**config.mk**
```make
export PLATFORM = sky130hd
export DESIGN_NAME = console_char_buffer
export DESIGN_NICKNAME = d
export VERILOG_FILES = /design/src/design/console_pkg.sv /design/src/design/char_mem.sv /design/src/design/char_mem_arbiter.sv /design/src/design/char_writer.sv /design/src/design/frame_reader.sv /design/src/design/console_char_buffer.sv
export SDC_FILE = /design/constraint.sdc
export NUM_CORES = 1
export LEC_CHECK = 0
export BUFFER_PORTS_ARGS = -buffer_cell sky130_fd_sc_hd__buf_2
export CORE_UTILIZATION = 50
export CTS_BUF_LIST = sky130_fd_sc_hd__clkbuf_4
export DETAILED_ROUTE_END_ITERATION = 8
export GPL_TIMING_DRIVEN = 0
export PLACE_DENSITY = 0.69
export RECOVER_POWER = 25
export SLEW_MARGIN = 20
export SYNTH_ARGS = -nofsm -noshare
export SYNTH_HDL_FRONTEND = slang
export SYNTH_SLANG_ARGS = --single-unit
export TNS_END_PERCENT = 50
```
**constraint.sdc**
```tcl
create_clock -name clk -period 5.6 [get_ports clk]
set_input_delay 0.56 -clock clk [delete_from_list [all_inputs] [get_ports clk]]
set_output_delay 0.56 -clock clk [all_outputs]
set_load 0.005 [all_outputs]
```
**src/design/console_pkg.sv**
```systemverilog
package console_pkg;

  // Screen and ring geometry
  localparam int TEXT_COLS   = 8;
  localparam int TEXT_ROWS   = 4;    // Visible lines per frame
  localparam int MEM_LINES   = 8;    // Lines kept in the ring
  localparam int FONT_HEIGHT = 2;    // Glyph rows per character
  localparam int MEM_DEPTH   = TEXT_COLS * MEM_LINES;

  localparam int ADDR_W      = 6;
  localparam int LINE_W      = 3;
  localparam int COL_W       = 3;
  localparam int FONT_ROW_W  = 1;

  typedef logic [7:0]            char_t;
  typedef logic [ADDR_W-1:0]     addr_t;
  typedef logic [LINE_W-1:0]     line_t;
  typedef logic [COL_W-1:0]      col_t;
  typedef logic [FONT_ROW_W-1:0] font_row_t;

  localparam char_t CHAR_BLANK = 8'h00;
  localparam char_t CHAR_BS    = 8'h08;
  localparam char_t CHAR_HT    = 8'h09;
  localparam char_t CHAR_CR    = 8'h0D;
  localparam char_t CHAR_DEL   = 8'h7F;

  localparam col_t COL_LAST = col_t'(TEXT_COLS - 1);  // Rightmost column

  typedef enum logic [2:0] {
    WR_CLEAR,
    WR_IDLE,
    WR_NORMAL,
    WR_BACKSPACE,
    WR_TAB,
    WR_CR,
    WR_LINE_CLEAR
  } writer_state_e;

  typedef enum logic [1:0] {
    RD_IDLE,
    RD_WAIT_WRITER,
    RD_STREAM,
    RD_DRAIN
  } reader_state_e;

  // Codes below space, plus DEL
  function automatic logic is_ctrl(char_t c);
    return (c < 8'h20) || (c == CHAR_DEL);
  endfunction

  // Cell address of a column within a ring line
  function automatic addr_t cell_addr(line_t line_idx, col_t col_idx);
    return {line_idx, col_idx};
  endfunction

endpackage

```
**src/design/char_mem.sv**
```systemverilog
`timescale 1ns/1ps

module char_mem (
  input  logic                clk,
  input  logic                rst,
  input  logic                i_en,
  input  logic                i_we,
  input  console_pkg::addr_t  i_addr,
  input  console_pkg::char_t  i_wdata,
  output console_pkg::char_t  o_rdata
);
  import console_pkg::*;

  char_t mem [0:MEM_DEPTH-1];

  always_ff @(posedge clk) begin
    if (i_en && i_we) begin
      mem[i_addr] <= i_wdata;
    end
  end

  // Registered read, writes leave the output alone
  always_ff @(posedge clk) begin
    if (rst) begin
      o_rdata <= CHAR_BLANK;
    end else if (i_en && !i_we) begin
      o_rdata <= mem[i_addr];
    end
  end

endmodule

```
**src/design/char_mem_arbiter.sv**
```systemverilog
`timescale 1ns/1ps

module char_mem_arbiter (
  input  logic                clk,
  input  logic                rst,
  input  logic                i_wr_req,
  input  console_pkg::addr_t  i_wr_addr,
  input  console_pkg::char_t  i_wr_data,
  input  logic                i_rd_req,
  input  console_pkg::addr_t  i_rd_addr,
  output logic                o_rd_grant,
  output logic                o_rd_data_vld,
  output console_pkg::char_t  o_rd_data,
  output logic                o_mem_en,
  output logic                o_mem_we,
  output console_pkg::addr_t  o_mem_addr,
  output console_pkg::char_t  o_mem_wdata,
  input  console_pkg::char_t  i_mem_rdata
);

  // Writer always wins the port
  assign o_rd_grant  = i_rd_req && !i_wr_req;

  assign o_mem_en    = i_wr_req || i_rd_req;
  assign o_mem_we    = i_wr_req;
  assign o_mem_addr  = i_wr_req ? i_wr_addr : i_rd_addr;
  assign o_mem_wdata = i_wr_data;

  // Memory output belongs to the reader only after a granted read
  always_ff @(posedge clk) begin
    if (rst) begin
      o_rd_data_vld <= 1'b0;
    end else begin
      o_rd_data_vld <= o_rd_grant;
    end
  end

  assign o_rd_data = i_mem_rdata;

endmodule

```
**src/design/char_writer.sv**
```systemverilog
`timescale 1ns/1ps

module char_writer (
  input  logic                clk,
  input  logic                rst,
  input  logic                i_char_stb,
  input  console_pkg::char_t  i_char,
  input  logic                i_alt_func_en,
  input  logic [2:0]          i_tab_count,
  input  logic                i_clear_screen_stb,
  output logic                o_busy,
  output logic                o_wr_req,
  output console_pkg::addr_t  o_wr_addr,
  output console_pkg::char_t  o_wr_data,
  output console_pkg::line_t  o_top_line
);
  import console_pkg::*;

  writer_state_e   state;
  char_t           char_q;
  col_t            col;
  line_t           cur_line;     // Ring index of the cursor line
  logic            scrolled;     // Cursor has gone past the last visible row
  logic [2:0]      tab_left;
  logic [ADDR_W:0] blk_cnt;      // Cell counter for full and line clears
  logic            col_last;
  logic            step;         // Cursor advances this cycle

  assign col_last = (col == COL_LAST);
  assign step     = (state == WR_NORMAL) || (state == WR_CR) ||
                    ((state == WR_TAB) && (tab_left != '0));
  assign o_busy   = (state != WR_IDLE);

  always_ff @(posedge clk) begin
    if (rst) begin
      state    <= WR_CLEAR;
      tab_left <= '0;
    end else begin
      case (state)
        WR_IDLE: begin
          if (i_clear_screen_stb) begin
            state <= WR_CLEAR;
          end else if (i_char_stb) begin
            if (i_alt_func_en || !is_ctrl(i_char)) begin
              state <= WR_NORMAL;   // Raw store in alternate mode
            end else begin
              case (i_char)
                CHAR_BS: begin
                  state <= WR_BACKSPACE;
                end
                CHAR_HT: begin
                  tab_left <= i_tab_count;
                  state    <= WR_TAB;
                end
                CHAR_CR: begin
                  state <= WR_CR;
                end
                default: begin
                  state <= WR_IDLE;   // LF and the rest are dropped
                end
              endcase
            end
          end
        end
        WR_NORMAL: begin
          state <= col_last ? WR_LINE_CLEAR : WR_IDLE;
        end
        WR_BACKSPACE: begin
          state <= WR_IDLE;
        end
        WR_TAB: begin
          if (tab_left == '0) begin
            state <= WR_IDLE;
          end else begin
            tab_left <= tab_left - 1'b1;
            if (col_last) begin
              state <= WR_LINE_CLEAR;
            end
          end
        end
        WR_CR: begin
          if (col_last) begin
            state <= WR_LINE_CLEAR;
          end
        end
        WR_LINE_CLEAR: begin
          // Resume a tab that ran over the line end
          if (blk_cnt[COL_W-1:0] == COL_LAST) begin
            state <= (tab_left != '0) ? WR_TAB : WR_IDLE;
          end
        end
        WR_CLEAR: begin
          if (blk_cnt == (ADDR_W + 1)'(MEM_DEPTH)) begin
            state <= WR_IDLE;
          end
        end
        default: begin
          state <= WR_IDLE;
        end
      endcase
    end
  end

  always_ff @(posedge clk) begin
    if (state == WR_IDLE && i_char_stb) begin
      char_q <= i_char;
    end
  end

  // Counts only while a clear runs
  always_ff @(posedge clk) begin
    if (rst) begin
      blk_cnt <= '0;
    end else if (state == WR_CLEAR || state == WR_LINE_CLEAR) begin
      blk_cnt <= blk_cnt + 1'b1;
    end else begin
      blk_cnt <= '0;
    end
  end

  // Cursor and line ring bookkeeping
  always_ff @(posedge clk) begin
    if (rst || state == WR_CLEAR) begin
      col      <= '0;
      cur_line <= '0;
      scrolled <= 1'b0;
    end else if (step) begin
      if (col_last) begin
        col      <= '0;
        cur_line <= cur_line + 1'b1;
        if (cur_line >= line_t'(TEXT_ROWS - 1)) begin
          scrolled <= 1'b1;
        end
      end else begin
        col <= col + 1'b1;
      end
    end else if (state == WR_BACKSPACE && col != '0) begin
      col <= col - 1'b1;   // Stops at column 0
    end
  end

  // Window ends on the cursor line once the screen has filled
  assign o_top_line = scrolled ? (cur_line - line_t'(TEXT_ROWS - 1)) : '0;

  always_comb begin
    o_wr_req  = 1'b0;
    o_wr_addr = cell_addr(cur_line, col);
    o_wr_data = CHAR_BLANK;
    case (state)
      WR_CLEAR: begin
        o_wr_req  = (blk_cnt < (ADDR_W + 1)'(MEM_DEPTH));
        o_wr_addr = blk_cnt[ADDR_W-1:0];
      end
      WR_NORMAL: begin
        o_wr_req  = 1'b1;
        o_wr_data = char_q;
      end
      WR_BACKSPACE: begin
        o_wr_req  = (col != '0);
        o_wr_addr = cell_addr(cur_line, col - 1'b1);
      end
      WR_TAB: begin
        o_wr_req = (tab_left != '0);
      end
      WR_CR: begin
        o_wr_req = 1'b1;   // Blank from cursor to line end
      end
      WR_LINE_CLEAR: begin
        o_wr_req  = 1'b1;
        o_wr_addr = cell_addr(cur_line, blk_cnt[COL_W-1:0]);
      end
      default: begin
        o_wr_req = 1'b0;
      end
    endcase
  end

endmodule

```
**src/design/frame_reader.sv**
```systemverilog
`timescale 1ns/1ps

module frame_reader (
  input  logic                    clk,
  input  logic                    rst,
  input  logic                    i_read_frame_stb,
  input  logic                    i_char_req_en,
  input  logic                    i_writer_busy,
  input  console_pkg::line_t      i_top_line,
  output logic                    o_rd_req,
  output console_pkg::addr_t      o_rd_addr,
  input  logic                    i_rd_grant,
  input  logic                    i_rd_data_vld,
  input  console_pkg::char_t      i_rd_data,
  output logic                    o_char_rdy,
  output console_pkg::char_t      o_char,
  output console_pkg::font_row_t  o_font_row,
  output logic                    o_frame_done
);
  import console_pkg::*;

  reader_state_e state;
  line_t         base_line;    // First visible ring line for this frame
  line_t         line_cnt;
  col_t          col;
  font_row_t     font_row;
  font_row_t     tag_q;        // Glyph row of the read inside the memory
  logic          req_taken;
  logic          font_last;
  logic          line_last;

  assign o_rd_req  = (state == RD_STREAM) && i_char_req_en;
  assign o_rd_addr = cell_addr(base_line + line_cnt, col);
  assign req_taken = o_rd_req && i_rd_grant;
  assign font_last = (font_row == font_row_t'(FONT_HEIGHT - 1));
  assign line_last = (line_cnt == line_t'(TEXT_ROWS - 1));

  always_ff @(posedge clk) begin
    if (rst) begin
      state        <= RD_IDLE;
      base_line    <= '0;
      line_cnt     <= '0;
      col          <= '0;
      font_row     <= '0;
      o_frame_done <= 1'b0;
    end else begin
      o_frame_done <= 1'b0;
      case (state)
        RD_IDLE: begin
          if (i_read_frame_stb) begin
            line_cnt <= '0;
            col      <= '0;
            font_row <= '0;
            if (i_writer_busy) begin
              state <= RD_WAIT_WRITER;
            end else begin
              base_line <= i_top_line;
              state     <= RD_STREAM;
            end
          end
        end
        RD_WAIT_WRITER: begin
          if (!i_writer_busy) begin
            base_line <= i_top_line;
            state     <= RD_STREAM;
          end
        end
        RD_STREAM: begin
          // Counters move only on a granted read, so a denied address holds
          if (req_taken) begin
            if (col == COL_LAST) begin
              col <= '0;
              if (font_last) begin
                font_row <= '0;
                if (line_last) begin
                  state <= RD_DRAIN;
                end else begin
                  line_cnt <= line_cnt + 1'b1;
                end
              end else begin
                font_row <= font_row + 1'b1;   // Same line again
              end
            end else begin
              col <= col + 1'b1;
            end
          end
        end
        RD_DRAIN: begin
          // Last read has reached the output register
          if (!i_rd_data_vld) begin
            o_frame_done <= 1'b1;
            state        <= RD_IDLE;
          end
        end
        default: begin
          state <= RD_IDLE;
        end
      endcase
    end
  end

  always_ff @(posedge clk) begin
    if (rst) begin
      o_char_rdy <= 1'b0;
    end else begin
      o_char_rdy <= i_rd_data_vld;
    end
  end

  // Row tag follows its character through the memory
  always_ff @(posedge clk) begin
    if (req_taken) begin
      tag_q <= font_row;
    end
    if (i_rd_data_vld) begin
      o_char     <= i_rd_data;
      o_font_row <= tag_q;
    end
  end

endmodule

```
**src/design/console_char_buffer.sv**
```systemverilog
`timescale 1ns/1ps

module console_char_buffer (
  input  logic                    clk,
  input  logic                    rst,
  input  logic                    i_char_stb,
  input  console_pkg::char_t      i_char,
  input  logic                    i_alt_func_en,
  input  logic [2:0]              i_tab_count,
  input  logic                    i_clear_screen_stb,
  input  logic                    i_read_frame_stb,
  input  logic                    i_char_req_en,
  output logic                    o_busy,
  output logic                    o_char_rdy,
  output console_pkg::char_t      o_char,
  output console_pkg::font_row_t  o_font_row,
  output logic                    o_frame_done
);
  import console_pkg::*;

  // Writer side
  logic  wr_req;
  addr_t wr_addr;
  char_t wr_data;
  line_t top_line;

  // Reader side
  logic  rd_req;
  addr_t rd_addr;
  logic  rd_grant;
  logic  rd_data_vld;
  char_t rd_data;

  // Memory port
  logic  mem_en;
  logic  mem_we;
  addr_t mem_addr;
  char_t mem_wdata;
  char_t mem_rdata;

  char_writer u_writer (
    .clk                (clk),
    .rst                (rst),
    .i_char_stb         (i_char_stb),
    .i_char             (i_char),
    .i_alt_func_en      (i_alt_func_en),
    .i_tab_count        (i_tab_count),
    .i_clear_screen_stb (i_clear_screen_stb),
    .o_busy             (o_busy),
    .o_wr_req           (wr_req),
    .o_wr_addr          (wr_addr),
    .o_wr_data          (wr_data),
    .o_top_line         (top_line)
  );

  frame_reader u_reader (
    .clk              (clk),
    .rst              (rst),
    .i_read_frame_stb (i_read_frame_stb),
    .i_char_req_en    (i_char_req_en),
    .i_writer_busy    (o_busy),
    .i_top_line       (top_line),
    .o_rd_req         (rd_req),
    .o_rd_addr        (rd_addr),
    .i_rd_grant       (rd_grant),
    .i_rd_data_vld    (rd_data_vld),
    .i_rd_data        (rd_data),
    .o_char_rdy       (o_char_rdy),
    .o_char           (o_char),
    .o_font_row       (o_font_row),
    .o_frame_done     (o_frame_done)
  );

  char_mem_arbiter u_arbiter (
    .clk           (clk),
    .rst           (rst),
    .i_wr_req      (wr_req),
    .i_wr_addr     (wr_addr),
    .i_wr_data     (wr_data),
    .i_rd_req      (rd_req),
    .i_rd_addr     (rd_addr),
    .o_rd_grant    (rd_grant),
    .o_rd_data_vld (rd_data_vld),
    .o_rd_data     (rd_data),
    .o_mem_en      (mem_en),
    .o_mem_we      (mem_we),
    .o_mem_addr    (mem_addr),
    .o_mem_wdata   (mem_wdata),
    .i_mem_rdata   (mem_rdata)
  );

  char_mem u_mem (
    .clk     (clk),
    .rst     (rst),
    .i_en    (mem_en),
    .i_we    (mem_we),
    .i_addr  (mem_addr),
    .i_wdata (mem_wdata),
    .o_rdata (mem_rdata)
  );

endmodule

```
==> impl_summary.txt, run 1 <==
----------------------------------------------------
[Detailed routing]
  Mean number of vias per cell ... about 6.6
  Wirelength per Cell ... ~32 um
  Routed via count ... 17,468
  Routed Wire Length ... 85,360 um
  Drt first pass iters ... 8
  Detailed router's first-iteration violation count ... around 2,800
  Post-route DRC violation count ... 0
  Antenna viol nets, final ... 0

[Yosys]
  Syn nets ... 1,743
  Cell area after synthesis ... 24,300 sq um
  Synth Warn # ... 0
  Ranking of synthesized cells by area ... edfxtp_1 65%, mux2i_1 4.8%, dfxtp_1 3.5%
  FFs w/ async S/R, synth ... 0
  Share of the synthesized netlist area taken by xor and xnor gates ... 0.002523
  Fraction of synthesized area in multiplexers ... 0.06400
  Yosys cell types ... 97
  Post-synthesis instance total ... 1,704
  Avg Inst Size Synth ... between 10 and 15 sq um
  Simple-gate portion of the synthesized area ... 0.08171
  Sequential element share of the synthesized area ... 0.6903
  Synth Area in Compound Gates ... 0.1256
  Number of synthesized flops with an enable pin ... 530
  Post-synth top flop ... edfxtp_1
  Post-Synth Adder-Cell Area ... 0.01112
  Synthesis-stage register bit count ... 573
  Largest family of logic cells by synthesized area ... compound AO/OA/AOI/OAI gates
  Top cell type by total area after synthesis ... edfxtp_1
  Post-synth top area share ... 0.6549

[Status]
  Result of the run ... finished, violations left
  Failing checks ... max-capacitance violations, max-slew violations

[Clocking]
  H-tree levels ... 4
  Clock tree from TritonCTS ... built
  Maximum clock path buffer count ... 3
  Total clock buffers created by CTS ... around 150
  Cell chosen for the clock root ... clkbuf_4
  Clock Sinks ... 573
  # Post-CTS Setup Buffers ... 0
  CTS clock-pin slew for the worst setup and hold paths ... 0.06 ns
  Clock latency on the worst-skew pair ... approximately 1.0 ns

[Worst setup path]
  Critical Path RT ... around 6.2 ns
  Slowest stage cell, crit path ... a21oi_1
  CP Capture Type ... flip-flop
  Top cell family by delay on the critical path ... simple AND/OR/NAND/NOR gates
  Startpoint of the lowest-slack register-to-register path ... u_writer.state[0]$_SDFFE_PP0P_
  Setup crit start kind ... flip-flop
  Count of cells along the worst register-to-register path ... 9
  Destination of the worst register-to-register timing path ... u_mem.mem[38][3]$_DFFE_PP_
  Number of cells on the critical path ... 9
  FF-to-FF setup slack ... around 0.43 ns
  Capturing instance or port of the critical path ... u_mem.mem[38][3]$_DFFE_PP_
  Largest fanout on the critical path ... 10
  Crit-path cells ... clkbuf_1 > nand3b_1 > or2_1 > o221a_2 > buf_4 > buf_2 > nor2_1 > nand2_1 > a21oi_1
  Critical path class ... flip-flop to flip-flop
  Sum of buffers and inverters on the critical path ... 3
  Critical Path Max Stage Delay ... between 1 and 1.5 ns
  Critical Path Source ... u_writer.state[0]$_SDFFE_PP0P_
  Arrival time reported for the critical path endpoint ... ~5.8 ns

[Floorplanning]
  Overall die area ... between 40,000 and 50,000 sq um
  Floorplan row count ... 80
  Die width ... about 220 um
  Vertical extent of the die ... ~220 um
  Number of top-level pins ... 30
  Std-Cell Core Area ... approximately 48,000 sq um
  Starting utilization of the core area ... 0.5079

[Placement]
  Worst setup timing slack at the placement stage ... 0.7414 ns
  Count of input and output buffers ... 29
  HPWL after DPL ... approximately 57,000 um
  RD Place Congestion ... ~1

[Pwr]
  Power per Cell Area ... roughly 340 nW/um^2
  Peak supply drop ... 0.0002332 V
  Leakage ... around 9.4 nW

[GRT]
  GR Util All Layers ... 0.3490
  Antenna violations before repair ... 5
  Overflow after GRT ... 0
  Wire length of the first global-routing pass ... approximately 120,000 um
  Vias in the first global route ... around 17,000
  Pin count of the biggest net entering global routing ... 65

[Finish]
  Fin nets ... just under 2,000
  Number of fill cells ... 3,879
  Sequential cell area in the final layout ... approximately 17,000 sq um
  Relative area change from synthesis to final layout ... 12.97%
  Share of post-route cells with drive strength above 1 ... 0.1834
  Footprint of the multi-input gates ... approximately 7000 sq um

[Timing]
  Final count of hold timing violations ... 0
  Setup Skew ... slightly above 0.1 ns
  Portion of the clock cycle consumed by the worst path in the final layout ... 0.9228
  Setup violations, final ... 0
  Summed negative setup slack over all endpoints ... 0 ns
  RSZ-0062 raised after global routing ... no
  Tmin final ... between 5 and 6 ns
  Final number of max-transition violations ... roughly 150
  Rel. slew slack ... -0.4316
  Highest Clock Rate ... 193.5 MHz
  Final worst-path setup slack ... 0.4321 ns
  Transition time at the pin with the least slew margin ... between 2 and 2.5 ns

[Worst hold path]
  Hold WC Path Type ... input pin to flip-flop

[Job]
  Maximum capacitance violations ... 4

----------------------------------------------------
==> where the power goes <==
| group | total, mW | switching, mW | internal [mW] |
|---|---|---|---|
| clock network | 3.84 | 1.74 | 2.10 |
| registers | 4.66 | 0.0225 | 4.64 |
| logic | 0.734 | 0.509 | 0.225 |
==> cells in the final DEF (no fill, tap or decap), drive strengths merged, types with 15 or more instances in the layout <==
cell type  Yosys  routed
a222oi        23      23
dfxtp         43      43
a21oi         88      88
clkinv         1      27
nand3         25      25
nor2         141     141
mux2i        116     116
a31oi         19      19
and3          16      16
a22oi         57      57
a221oi        27      27
clkbuf        35     272
buf           60      78
ha            20      20
edfxtp       530     530
nand2        118     118
nor3          31      31
o21ai         58      58
o22ai         37      37
mux2          33      33
nor4          15      15
inv           20      21
==> kinds of logic (layout without fill, tap and decap cells) <==
kind of cell | count (synthesis) | after routing
xor+xnor | 7 | 7
compound gates | 422 | 422
fa+ha+maj | 21 | 21
simple gates | 415 | 415
mux | 150 | 150
buf+inv | 116 | 419
flops | 573 | 573
other cells | 0 | 7
==> through the flow <==
stage / total power, mW / utilization / instances / hold WS, ns / area [sq um]
after floorplan: 5.160 / - / 1704 / 0.4003 / 24300
after global placement: 5.436 / 0.5270 / 2348 / 0.4039 / 25220
after detailed placement: 5.447 / 0.5317 / 2356 / 0.4209 / 25440
after CTS: 9.232 / 0.5757 / 2622 / 0.02189 / 27540
after global routing: 9.474 / 0.5737 / 2627 / 0.1251 / 27450
final: 9.237 / 0.5738 / 2629 / 0.1268 / 27460
==> synthesized netlist by cell type (12+ instances only) <==
cell type / n
nand3_1: 25
nor2_1: 139
ha_1: 20
dfxtp_1: 43
a22o_1: 12
a222oi_1: 23
o22ai_1: 36
o21ai_0: 51
buf_2: 30
a31oi_1: 19
o211ai_1: 13
a21oi_1: 85
nand2b_1: 12
mux2i_1: 116
and3_1: 16
a221oi_1: 25
mux2_2: 24
nor3_1: 29
inv_1: 20
edfxtp_1: 530
nand2_1: 116
a22oi_1: 57
clkbuf_1: 35
==> layout make-up <==
class,count,share of cell area
inverters,21,0.002871
flip-flops and latches,573,0.6110
well taps,615,0.02803
diodes,7,0.0006380
clock buffers,218,0.05961
multi-input cells,1015,0.2555
plain buffers,95,0.01873
clock inverters,35,0.01226
repair buffers,50,0.01135
==> metal layers <==
metal,up-vias,GRT usage,part of all wire
met5,-,0,0
met4,0,0.2120,0.056
met3,239,0.1022,0.13
met2,1339,0.5016,0.44
met1,8611,0.4693,0.38
li1,7279,-,-
==> worst register-to-register path, stage by stage (launching register included) <==
cell and delay, ns:
dfxtp_1 0.38, clkbuf_1 0.43, nand3b_1 0.25, or2_1 0.30
o221a_2 0.15, buf_4 0.20, buf_2 0.24, nor2_1 0.89
nand2_1 0.81, a21oi_1 1.12
==> sequential cells by signal, summed over array words and instances, names as in the netlist, 2 cells and up <==
name	cells
u_mem.mem	512
u_mem.o_rdata	8
u_reader.base_line	3
u_reader.col	3
u_reader.line_cnt	3
u_reader.o_char	8
u_reader.state	2
u_writer.blk_cnt	7
u_writer.char_q	8
u_writer.col	3
u_writer.cur_line	3
u_writer.state	3
u_writer.tab_left	3
==> timing repair <==
item	4_1_cts	5_1_grt
hold endpoints to repair	15	0
hold buffers	13	0
endpoints found under the setup margin	0	0
gates resized for setup	0	0
==> worst min path at each step <==
stage | startpoint | endpoint | slack, ns | depth (start not counted)
final | i_char_req_en | u_arbiter.o_rd_data_vld$_SDFF_PP0_ | 0.13 | 3
after floorplan | u_reader.tag_q$_DFFE_PP_ | u_reader.o_font_row$_DFFE_PP_ | 0.40 | 0
after CTS | i_char_req_en | u_arbiter.o_rd_data_vld$_SDFF_PP0_ | 0.02 | 3
after global routing | i_char_req_en | u_arbiter.o_rd_data_vld$_SDFF_PP0_ | 0.13 | 3
after detailed placement | u_reader.tag_q$_DFFE_PP_ | u_reader.o_font_row$_DFFE_PP_ | 0.42 | 0
after global placement | u_reader.tag_q$_DFFE_PP_ | u_reader.o_font_row$_DFFE_PP_ | 0.40 | 0
(Power assumes the default switching activity.)
==> inputs of run 2 (changes only) <==
Settings changed: CORE_ASPECT_RATIO from default to 0.5, CORE_UTILIZATION 50 to 48, CTS_BUF_LIST sky130_fd_sc_hd__clkbuf_4 to default, PLACE_DENSITY 0.69 to 0.66.
==> run 2 against run 1 <==
The flow finishes with violations (max-capacitance violations, max-slew violations, negative setup slack). Setup slack worse by 0.68 ns. Routed wire length up 2.7%. Power down 1.8%. Clock skew down 0.064 ns. Fmax fell by 12%. Flip-flop and latch count is the same. Global-route usage fell by 1.2 points. Non-clock buffer count down 9.
==> impl_summary.txt, run 2 (synthesis gave the netlist of run 1 again) <==
----------------------------------------------------
[GRT]
  Pin count of the biggest net entering global routing ... 65 (unchanged)
  Antenna violations before repair ... 5 (unchanged)
  Vias in the first global route ... 15,565 (-7.6%)
  GR Util All Layers ... 0.3367 (-0.01229)
  Overflow after GRT ... 0 (unchanged)
  Wire length of the first global-routing pass ... 119,900 um (+0.52%)

[Finish]
  Number of fill cells ... 3,960 (+2.1%)
  Fin nets ... 1,836 (-5.5%)
  Relative area change from synthesis to final layout ... 11.81%
  Largest register by flop count ... u_mem.mem
  Summed area of non-filler cells in the final layout ... 27,170 sq um (-1.0%)
  Most frequent standard cell in the layout excluding fill and tap cells ... edfxtp_1
  Max FFs per register ... 512 (unchanged)
  Leading cell types in the layout, fill and taps excluded ... 530 x edfxtp_1, 134 x nor2_1, 116 x mux2i_1, 116 x nand2_1, 83 x a21oi_1
  Share of post-route cells with drive strength above 1 ... 0.1204 (-0.06292)
  Sequential cell area in the final layout ... 16,780 sq um (unchanged)
  Footprint of the multi-input gates ... 7034 sq um (+0.29%)

[Worst setup path]
  Critical Path RT ... 6.09 ns (-0.10 ns)
  Critical Path Source ... u_writer.tab_left[0]$_SDFFE_PP0P_
  Setup crit start kind ... flip-flop
  Arrival time reported for the critical path endpoint ... 6.34 ns (+0.59 ns)
  Critical path class ... flip-flop to flip-flop
  CP Capture Type ... flip-flop
  FF-to-FF setup slack ... -0.25 ns (-0.68 ns)
  Startpoint of the lowest-slack register-to-register path ... u_writer.tab_left[0]$_SDFFE_PP0P_
  Largest fanout on the critical path ... 10 (unchanged)

[Detailed routing]
  Drt first pass iters ... 9 (+1)
  Routed Wire Length ... 87,660 um (+2.7%)
  Post-route DRC violation count ... 0 (unchanged)
  Routed via count ... 17,072 (-2.3%)
  Mean number of vias per cell ... 6.862 (+3.3%)
  Detailed router's first-iteration violation count ... 3,040 (+8.5%)
  Wirelength per Cell ... 35.23 um (+8.5%)
  Antenna viol nets, final ... 0 (unchanged)

[Clocking]
  Clock Sinks ... 573 (unchanged)
  Post-CTS resize count ... 0 (unchanged)
  CTS Hold Buffers Added ... 0 (-13)
  CTS clock-pin slew for the worst setup and hold paths ... 0.07 ns (about the same)
  H-tree levels ... 2 (-2)
  Cell chosen for the clock root ... clkbuf_16
  Total clock buffers created by CTS ... 50 (-66%)
  Clock tree from TritonCTS ... built
  Clock latency on the worst-skew pair ... 0.61 ns (-0.43 ns)
  # Post-CTS Setup Buffers ... 0 (unchanged)
  Maximum clock path buffer count ... 3 (unchanged)

[Timing]
  Setup violations, final ... 2 (+2)
  Summed negative setup slack over all endpoints ... -0.2537 ns (-0.2537 ns)
  Final count of hold timing violations ... 0 (unchanged)
  Final number of max-transition violations ... 178 (+16%)
  Fin Hold WS ... 0.2239 ns (+0.09706 ns)
  Setup Skew ... 0.03813 ns (-0.06351 ns)
  Portion of the clock cycle consumed by the worst path in the final layout ... 1.045 (+0.1220)
  Rel. slew slack ... -0.7999 (-0.3683)
  Highest Clock Rate ... 170.9 MHz (-12%)
  RSZ-0062 raised after global routing ... no
  Tmin final ... 5.851 ns (+0.6834 ns)
  Transition time at the pin with the least slew margin ... 2.700 ns (+0.5525 ns)
  Final worst-path setup slack ... -0.2513 ns (-0.6834 ns)

[Placement]
  RD Place Congestion ... 1.036 (+3.5%)
  Count of input and output buffers ... 29 (unchanged)
  Placed instance area ... 25,550 sq um (+0.42%)
  HPWL after DPL ... 60,740 um (+6.9%)

[Pwr]
  Leakage ... 9.047 nW (-3.6%)
  Power per Cell Area ... 333.9 nW/um^2 (-0.77%)
  Peak supply drop ... 0.0002061 V (-12%)
  Final Total Pwr ... 9.072 mW (-1.8%)

[Job]
  Maximum capacitance violations ... 4 (unchanged)

[Status]
  Result of the run ... finished, violations left
  Failing checks ... max-capacitance violations, max-slew violations, negative setup slack

[Floorplanning]
  Vertical extent of the die ... 161.1 um (-28%)
  Overall die area ... 51,590 sq um (+4.2%)
  Die width ... 320.2 um (+44%)
  Std-Cell Core Area ... 49,210 sq um (+2.9%)
  Starting utilization of the core area ... 0.4938 (-0.01408)
  Number of top-level pins ... 30 (unchanged)
  Floorplan row count ... 57 (-29%)

[Worst hold path]
  Launch point of the worst hold path ... i_char[4]
  Hold WC Path Type ... input pin to flip-flop

----------------------------------------------------
run 2: changes by cell type in the layout (fill, tap and decap cells not counted), sizes merged:
cell         change
inv              +1
diode            -3
clkinv          -10
clkinvlp         -1
clkbuf         -154
buf              +6
bufinv           -1
dlygate4sd3     -13
run 2: cell type report:
cell class | count | area share
diodes | 4 | 0.0003684
plain buffers | 95 | 0.01906
clock buffers | 66 | 0.05056
clock inverters | 24 | 0.01133
inverters | 21 | 0.002901
multi-input cells | 1015 | 0.2589
flip-flops and latches | 573 | 0.6174
well taps | 649 | 0.02989
repair buffers | 41 | 0.009578
run 2: through the flow:
step                      cells    util  setup WS, ns
after floorplan            1704       -         2.458
after global placement     2382  0.5133        0.2894
after detailed placement   2393  0.5191        0.3354
after CTS                  2483  0.5533        0.3118
after global routing       2484  0.5519       0.04553
final                      2488  0.5521       -0.2513
run 2: worst max-delay path: stages (launching register included):
cell and delay (ns):
dfxtp_1 0.30, inv_1 0.10, ha_1 0.20, or3b_1 0.39, a21oi_1 0.27, buf_4 0.27, nand2_2 0.23, a31oi_1 0.97
buf_2 0.64, a21oi_1 0.09, a2111oi_0 1.06, o221ai_1 0.66, o41a_1 0.55
run 2: path summary, 6_finish.rpt:
path	end	cells after the start
hold / removal	u_writer.char_q[4]$_DFFE_PP_	1
hold reg to reg	u_reader.o_char[3]$_DFFE_PP_	0
setup reg to reg	u_mem.o_rdata[2]$_SDFFE_PP0P_	12
setup / recovery	u_mem.o_rdata[2]$_SDFFE_PP0P_	12
run 2: power breakdown:
group          total [mW]  internal, mW  switching (mW)
clock network        3.65          2.02            1.63
logic               0.762         0.220           0.543
registers            4.66          4.64          0.0232
run 2: layer usage:
metal | vias to the layer above | share of wire | GRT usage
met5 | - | 0.00031 | 0
met4 | 4 | 0.033 | 0.09722
met3 | 207 | 0.17 | 0.1345
met2 | 1439 | 0.39 | 0.4458
met1 | 8474 | 0.41 | 0.5043
li1 | 6948 | - | -
